===== config.mk =====
export PLATFORM = sky130hd
export DESIGN_NAME = motor_ctl
export DESIGN_NICKNAME = d
export VERILOG_FILES = /design/src/common/fscpu_pkg.sv /design/src/motor_ctl/motor_ctl.sv
export VERILOG_INCLUDE_DIRS = /design/src /design/src/common
export SDC_FILE = /design/constraint.sdc
export NUM_CORES = 1
export LEC_CHECK = 0
export BUFFER_PORTS_ARGS = -buffer_cell sky130_fd_sc_hd__clkbuf_2
export CAP_MARGIN = 20
export CORE_MARGIN = 2
export CORE_UTILIZATION = 36
export CTS_CLUSTER_SIZE = 16
export DETAILED_ROUTE_END_ITERATION = 8
export RECOVER_POWER = 25
export SETUP_SLACK_MARGIN = 0.05
export SLEW_MARGIN = 25
export SYNTH_ARGS = -nofsm -noshare
export SYNTH_HDL_FRONTEND = slang
export SYNTH_SLANG_ARGS = --single-unit

===== constraint.sdc =====
create_clock -name clk -period 2.9 [get_ports clk]
set_clock_uncertainty 0.05 [all_clocks]
set_input_delay 0.145 -clock clk [delete_from_list [all_inputs] [get_ports clk]]
set_output_delay 0.145 -clock clk [all_outputs]
set_load 0.05 [all_outputs]

===== src/common/fscpu_defs.svh =====
`ifndef FSCPU_DEFS_SVH
`define FSCPU_DEFS_SVH

// image column coordinate
`define IMG_WW 12

// one half of a 32-bit parameter word
`define PARAM_HALF_W 16

// image delay counter, full parameter word
`define IMG_DELAY_W 32

// motor speed word
`define SPEED_W 32

// motor step count
`define STEP_W 32

// correction table is indexed by edge distance, so one entry per column
`define TABLE_AW `IMG_WW

`endif


===== src/common/fscpu_pkg.sv =====
`default_nettype none
`include "fscpu_defs.svh"

package fscpu_pkg;

	// host command codes
	typedef enum logic [31:0] {
		cmd_config     = 32'd0,
		cmd_move_left  = 32'd1,
		cmd_move_right = 32'd2,
		cmd_move_both  = 32'd3
	} req_cmd_e;

	typedef enum logic [3:0] {
		idle,
		plain_start,
		plain_run,
		img_wait,
		img_delay,
		img_lookup,
		img_start,
		img_run,
		finish
	} ctl_state_e;

	// 128-bit parameter word, word 3 at the top
	typedef struct packed {
		logic [`STEP_W-1:0]               step;
		logic [`SPEED_W-1:0]              speed;
		logic [`PARAM_HALF_W-`IMG_WW-1:0] tol_pad;
		logic [`IMG_WW-1:0]               img_tol;
		logic [`PARAM_HALF_W-`IMG_WW-1:0] dst_pad;
		logic [`IMG_WW-1:0]               img_dst;
		// word 0 doubles as the image delay on a config
		logic [`IMG_DELAY_W-4:0]          delay_hi;
		logic                             dep_img;
		logic                             dir_back;
		logic                             single_dir;
	} motor_req_t;

	typedef struct packed {
		logic                sel;
		logic                start;
		logic                stop;
		logic [`SPEED_W-1:0] speed;
		logic [`STEP_W-1:0]  step;
		logic                dir;
	} motor_cmd_t;

	// zpsign at the zero end, tpsign at the far end
	typedef struct packed {
		logic zpsign;
		logic tpsign;
		logic busy;
	} motor_status_t;

	typedef struct packed {
		logic               valid;
		logic [`IMG_WW-1:0] pos;
	} img_edge_t;

endpackage

`default_nettype wire


===== src/motor_ctl/motor_ctl.sv =====
`timescale 1ns/10ps
`default_nettype none
`include "fscpu_defs.svh"

module motor_ctl #(
	parameter bit L2R = 1'b1
) (
	input  wire                            clk,
	input  wire                            resetn,
	input  wire                            run,
	input  wire  [`IMG_DELAY_W-1:0]        img_delay,
	input  wire  fscpu_pkg::motor_req_t    req,
	input  wire                            img_pulse,
	input  wire  fscpu_pkg::img_edge_t     img_edge,
	input  wire  fscpu_pkg::motor_status_t status,
	output fscpu_pkg::motor_cmd_t          cmd,
	output logic [`TABLE_AW-1:0]           rd_addr,
	input  wire  [`STEP_W-1:0]             rd_data,
	output logic                           done,
	output logic [1:0]                     err
);
	import fscpu_pkg::*;

	ctl_state_e state;
	logic [`IMG_DELAY_W-1:0] delay_cnt;
	logic busy_seen;
	logic moved;
	logic first_dir;
	logic start_q;
	logic stop_q;
	logic [`SPEED_W-1:0] speed_q;
	logic [`STEP_W-1:0] step_q;
	logic dir_q;

	logic smp_valid;
	logic [`IMG_WW-1:0] smp_diff;
	logic smp_dir;

	logic pos_gt;
	logic [`IMG_WW-1:0] diff;
	logic need_dir;
	logic sample;
	logic limit_hit;
	logic move_end;

	// distance and direction from the live edge
	assign pos_gt = img_edge.pos > req.img_dst;
	assign diff = pos_gt ? img_edge.pos - req.img_dst : req.img_dst - img_edge.pos;
	// right motor is mounted the other way round
	assign need_dir = pos_gt ~^ L2R;

	assign sample = (state == fscpu_pkg::img_delay) && (delay_cnt == img_delay);
	assign limit_hit = dir_q ? status.tpsign : status.zpsign;
	assign move_end = busy_seen && !status.busy;

	assign cmd = '{sel: run, start: start_q, stop: stop_q,
		speed: speed_q, step: step_q, dir: dir_q};
	assign done = (state == finish);

	// edge capture and table address, read data is back one cycle later
	always_ff @(posedge clk) begin
		if (sample) begin
			smp_valid <= img_edge.valid;
			smp_diff <= diff;
			smp_dir <= need_dir;
			rd_addr <= diff;
		end
	end

	always_ff @(posedge clk) begin
		if (!resetn || !run) begin
			state <= idle;
			delay_cnt <= '0;
			busy_seen <= 1'b0;
			moved <= 1'b0;
			first_dir <= 1'b0;
			start_q <= 1'b0;
			stop_q <= 1'b0;
			speed_q <= '0;
			step_q <= '0;
			dir_q <= 1'b0;
			err <= '0;
		end else begin
			start_q <= 1'b0;
			stop_q <= 1'b0;
			case (state)
				idle: begin
					state <= req.dep_img ? img_wait : plain_start;
				end
				plain_start: begin
					start_q <= 1'b1;
					speed_q <= req.speed;
					step_q <= req.step;
					dir_q <= req.dir_back;
					busy_seen <= 1'b0;
					state <= plain_run;
				end
				plain_run, img_run: begin
					if (status.busy) begin
						busy_seen <= 1'b1;
					end
					if (limit_hit) begin
						stop_q <= 1'b1;
						err[0] <= 1'b1;
						state <= finish;
					end else if (move_end) begin
						speed_q <= '0;
						step_q <= '0;
						dir_q <= 1'b0;
						// image moves go back for the next frame
						state <= (state == plain_run) ? finish : img_wait;
					end
				end
				img_wait: begin
					if (img_pulse) begin
						delay_cnt <= '0;
						state <= fscpu_pkg::img_delay;
					end
				end
				fscpu_pkg::img_delay: begin
					if (sample) begin
						state <= img_lookup;
					end else begin
						delay_cnt <= delay_cnt + 1'b1;
					end
				end
				img_lookup: begin
					if (!smp_valid) begin
						err[1] <= 1'b1;
						state <= finish;
					end else if (smp_diff <= req.img_tol) begin
						state <= finish;
					end else if (req.single_dir && moved && (smp_dir != first_dir)) begin
						// overshoot on a one-way approach, stop here
						state <= finish;
					end else begin
						state <= img_start;
					end
				end
				img_start: begin
					start_q <= 1'b1;
					speed_q <= req.speed;
					step_q <= rd_data;
					dir_q <= smp_dir;
					busy_seen <= 1'b0;
					moved <= 1'b1;
					if (!moved) begin
						first_dir <= smp_dir;
					end
					state <= img_run;
				end
				finish: begin
					// held until run drops
					state <= finish;
				end
				default: begin
					state <= idle;
				end
			endcase
		end
	end

	a_start_stop: assert property (@(posedge clk) disable iff (!resetn)
		!(cmd.start && cmd.stop));

	a_start_run: assert property (@(posedge clk) disable iff (!resetn)
		cmd.start |-> run);

endmodule

`default_nettype wire


==> results_dict.tcl <==
set metrics [dict create \
    placeableCoreArea_um2 18800 \
    buffer_depth_of_the_longest_clock_path 2 \
    overflow 0 \
    placed_area_um2 8510 \
    area_growth_syn_to_layout_pct 44.1 \
    synthSimpleGateAreaFrac_pct 25.1 \
    leak_nw 4.29 \
    clock_insertion_delay_worst_skew_ns 0.42 \
    route.detailed.vias_per_inst 4.92 \
    gp_congestion 0.930 \
    ios 295 \
    setup.reg_to_reg.worst_slack_ns 0.32 \
    grt_first_pass_wirelength_um 34400 \
    sequential_cell_area_um2 2580 \
    timing.max_slew.rel_slack_pct 49.1 \
    ys_seq_elements 122 \
    clkSinkCount 122 \
    number_of_cells_after_detailed_placement 1342 \
    route.final.wire_length_um 22300 \
    final-max-slew-violation-count 0 \
    grt_use_total_pct 21.3 \
    crit-reg2reg-capture "step_q[12]$_SDFFE_PP0P_" \
    multi_input_comb_area_um2 3990 \
    std_cell_rows 50 \
    num-fill-cells 1775 \
    average_routed_wire_per_standard_cell_um 15.1 \
    h-tree-depth 4 \
    hold_violations 0 \
    post_synth_mux_area_share_pct 0.918 \
    drc_errors 0 \
    vias 7252 \
    ys.flop_type "sky130_fd_sc_hd__dfxtp_1" \
    port_buffers 257 \
    final_net_count 1452 \
    antenna_found_initial 0 \
    tritoncts_clock_tree "yes" \
    critical_path.cell_chain "nand2b_1, nand4b_1, buf_4, nand3_1, a311oi_1, dlygate4sd3_1" \
    hold_path.class "input port to flop" \
    synth_top_family_by_area "simple AND/OR/NAND/NOR gates" \
    number_of_global_route_vias_before_repair 7027 \
    outcome "completed" \
    grt.met3_usage_pct 5.53 \
    detail-route-antenna-nets 0 \
    timing.critical_path.arrival_ns 2.89 \
    finalPower_w 0.00475 \
    gr-max-usage-layer "met2" \
    dr.first_iter.drc_count 318 \
    synth_area_leaders "sky130_fd_sc_hd__dfxtp_1 31%, sky130_fd_sc_hd__nor2_1 8.1%, sky130_fd_sc_hd__ha_1 6.5%, sky130_fd_sc_hd__edfxtp_1 6.0%, sky130_fd_sc_hd__xor2_1 4.9%" \
    cp-end-kind "flop" \
    critical_path.reg2reg.startpoint "state[0]$_SDFFE_PP0P_" \
    postLayoutCellArea_um2 10000 \
    post_synthesis_cells 862 \
    peakVddDrop_v 0.000318 \
    yosys.cell_types.count 63 \
    setup_viol 0 \
    hold-path-cell-count 3 \
    effective_utilization_at_floorplan_pct 36.9 \
    cp_top_family "buffers and inverters" \
    yosys_warnings 0 \
    die_area_um2 20400 \
    yosys.area.top_type "sky130_fd_sc_hd__dfxtp_1" \
    yosys.area_share.adder_pct 7.06 \
    grt_util_met1_pct 24.5 \
    rsz0062_at_grt "no" \
    actual_slew_at_the_worst_max_slew_pin_ns 0.761 \
    synth_top_area_share_pct 31.1 \
    async_set_or_reset_flop_fraction_in_the_synthesized_netlist_pct 0 \
    die_height_um 143 \
    max_cap_violations 0 \
    post_synth.cell_area_avg_um2 8.06 \
    post_synth_xor_area_fraction_pct 8.82 \
    critical_path_peak_fanout 35 \
    timing.critical_path.depth 6 \
    ff2ff_path_depth 6 \
    insertedDiodeCount 0 \
    power_per_cell_area_nw_per_um2 474 \
    pin_count_of_the_biggest_net_entering_global_routing 49 \
    clockRootBuffer "sky130_fd_sc_hd__clkbuf_16" \
    worst_path_max_delay_cell "sky130_fd_sc_hd__dfxtp_1" \
    synth_fp_nets 1112 \
    fp.dieW_um 143 \
    timing_worst_setup_path_type "flop to flop" \
    synth_compound_area_share_pct 14.7 \
    detailed_place_hpwl_um 15700 \
    data_required_time_of_the_critical_path_ns 3.21 \
    drt-pass1-iter-count 4 \
    min_from "req[113]" \
    clkTransAtPathRegs_ns 0.06 \
    drive_gt1_share_pct 23.4 \
    cts_inserted_buffers 17 \
    synth_edf_count 14 \
    final_clock_period_utilization_by_the_worst_path_pct 88.9 \
    fin_tns_setup_ns 0 \
    crit_path_start_kind "flop" \
    final_cell_count_no_fill 1475 \
    final.min_clock_period_ns 2.58 \
    critPathBufInv 2 \
    netlist_area_um2 6950 \
    max_freq_mhz 388 \
    ys_seq_area_share_pct 37.1 \
    worst_path_largest_cell_delay_ns 0.67 \
    whs_ns 0.0309 \
    met2_usage_pct 36.7 \
    hold-path-endpoint "step_q[17]$_SDFFE_PP0P_" \
]
[cell usage after synthesis (4+ instances only)]
master,instances
sky130_fd_sc_hd__a311oi_1,33
sky130_fd_sc_hd__o211ai_1,4
sky130_fd_sc_hd__or3_1,6
sky130_fd_sc_hd__clkbuf_1,38
sky130_fd_sc_hd__nor2_1,150
sky130_fd_sc_hd__ha_1,36
sky130_fd_sc_hd__nor3_1,15
sky130_fd_sc_hd__nand4_1,15
sky130_fd_sc_hd__edfxtp_1,14
sky130_fd_sc_hd__dfxtp_1,108
sky130_fd_sc_hd__buf_2,12
sky130_fd_sc_hd__o21a_1,6
sky130_fd_sc_hd__inv_1,49
sky130_fd_sc_hd__nor4_1,18
sky130_fd_sc_hd__buf_4,4
sky130_fd_sc_hd__nand2b_1,10
sky130_fd_sc_hd__nor2b_1,9
sky130_fd_sc_hd__xnor2_1,31
sky130_fd_sc_hd__xor2_1,39
sky130_fd_sc_hd__nand3_1,51
sky130_fd_sc_hd__o31ai_1,5
sky130_fd_sc_hd__a21oi_1,62
sky130_fd_sc_hd__nand2_1,65
sky130_fd_sc_hd__o21ai_0,22
[how the worst max path moves through the flow]
stage / start / slack, ns / endpoint
2_1_floorplan: img_edge[0] / 0.46 / smp_diff[11]$_DFFE_PP_
3_3_place_gp: img_edge[0] / 0.11 / smp_diff[11]$_DFFE_PP_
3_5_place_dp: img_edge[0] / 0.08 / smp_diff[11]$_DFFE_PP_
4_1_cts: dir_q$_SDFFE_PP0P_ / 0.13 / step_q[7]$_SDFFE_PP0P_
5_1_grt: state[0]$_SDFFE_PP0P_ / 0.13 / step_q[9]$_SDFFE_PP0P_
6_report: state[0]$_SDFFE_PP0P_ / 0.32 / step_q[12]$_SDFFE_PP0P_
[cell families after synthesis]
| kind of cell | count (synthesis) |
|---|---|
| compound gates | 155 |
| xor+xnor | 70 |
| fa+ha+maj | 38 |
| buf+inv | 106 |
| flops | 122 |
| mux | 6 |
| simple gates | 365 |
[where the power goes]
part	leakage [nW]	switching, W	internal, W	total (W)
logic	3.03	0.000547	0.000399	0.000946
registers	1.00	0.0000320	0.00176	0.00179
clock network	0.269	0.000811	0.00120	0.00201
[metal layers]
layer	part of all wire, %	up-vias
met5	0	-
met1	42	3269
li1	-	3683
met3	6.0	58
met4	3.7	0
met2	48	242
[area by class of cell]
type,instances,share of cell area [%]
Multi-Input combinational cell,635,39.8
Tap cell,260,3.25
Clock inverter,14,1.22
Clock buffer,18,4.38
Sequential cell,122,25.8
Inverter,49,1.84
Timing Repair Buffer,377,23.7
[timing repair]
action	in CTS	in global routing
gates resized for setup	0	4
buffers inserted	0	3
endpoints found under the hold margin	66	0
hold buffers	97	0
endpoints found under the setup margin	0	22
[flip-flops by register name, summed over array words and instances (netlist names), 2 cells and up]
| signal | cells |
|---|---|
| delay_cnt | 32 |
| speed_q | 32 |
| err | 2 |
| smp_diff | 12 |
| state | 4 |
| step_q | 32 |
[layout by cell type (no fill, tap or decap), types with 9 or more instances in the layout]
master	n
sky130_fd_sc_hd__a21oi_1	62
sky130_fd_sc_hd__a311oi_1	33
sky130_fd_sc_hd__buf_4	22
sky130_fd_sc_hd__clkbuf_1	53
sky130_fd_sc_hd__clkbuf_16	17
sky130_fd_sc_hd__clkbuf_2	204
sky130_fd_sc_hd__dfxtp_1	107
sky130_fd_sc_hd__dlygate4sd3_1	97
sky130_fd_sc_hd__edfxtp_1	14
sky130_fd_sc_hd__ha_1	36
sky130_fd_sc_hd__inv_1	49
sky130_fd_sc_hd__nand2_1	64
sky130_fd_sc_hd__nand2b_1	10
sky130_fd_sc_hd__nand3_1	51
sky130_fd_sc_hd__nand4_1	15
sky130_fd_sc_hd__nor2_1	149
sky130_fd_sc_hd__nor2b_1	9
sky130_fd_sc_hd__nor3_1	13
sky130_fd_sc_hd__nor4_1	18
sky130_fd_sc_hd__o21ai_0	22
sky130_fd_sc_hd__xnor2_1	31
sky130_fd_sc_hd__xor2_1	39
[worst reg2reg max path, stage by stage, from the launching register on]
cell and delay, ns:
sky130_fd_sc_hd__dfxtp_1 0.67, sky130_fd_sc_hd__nand2b_1 0.18, sky130_fd_sc_hd__nand4b_1 0.16, sky130_fd_sc_hd__buf_4 0.37, sky130_fd_sc_hd__nand3_1 0.18, sky130_fd_sc_hd__a311oi_1 0.30
sky130_fd_sc_hd__dlygate4sd3_1 0.60
[metrics by stage]
step	worst slack [ns]	utilization (%)
floorplan	0.464	-
global placement	0.112	45.2
detailed placement	0.0836	45.2
CTS	0.128	53.3
global route	0.130	53.2
finish	0.323	53.2
No activity file was read; power rests on OpenSTA's default activity.
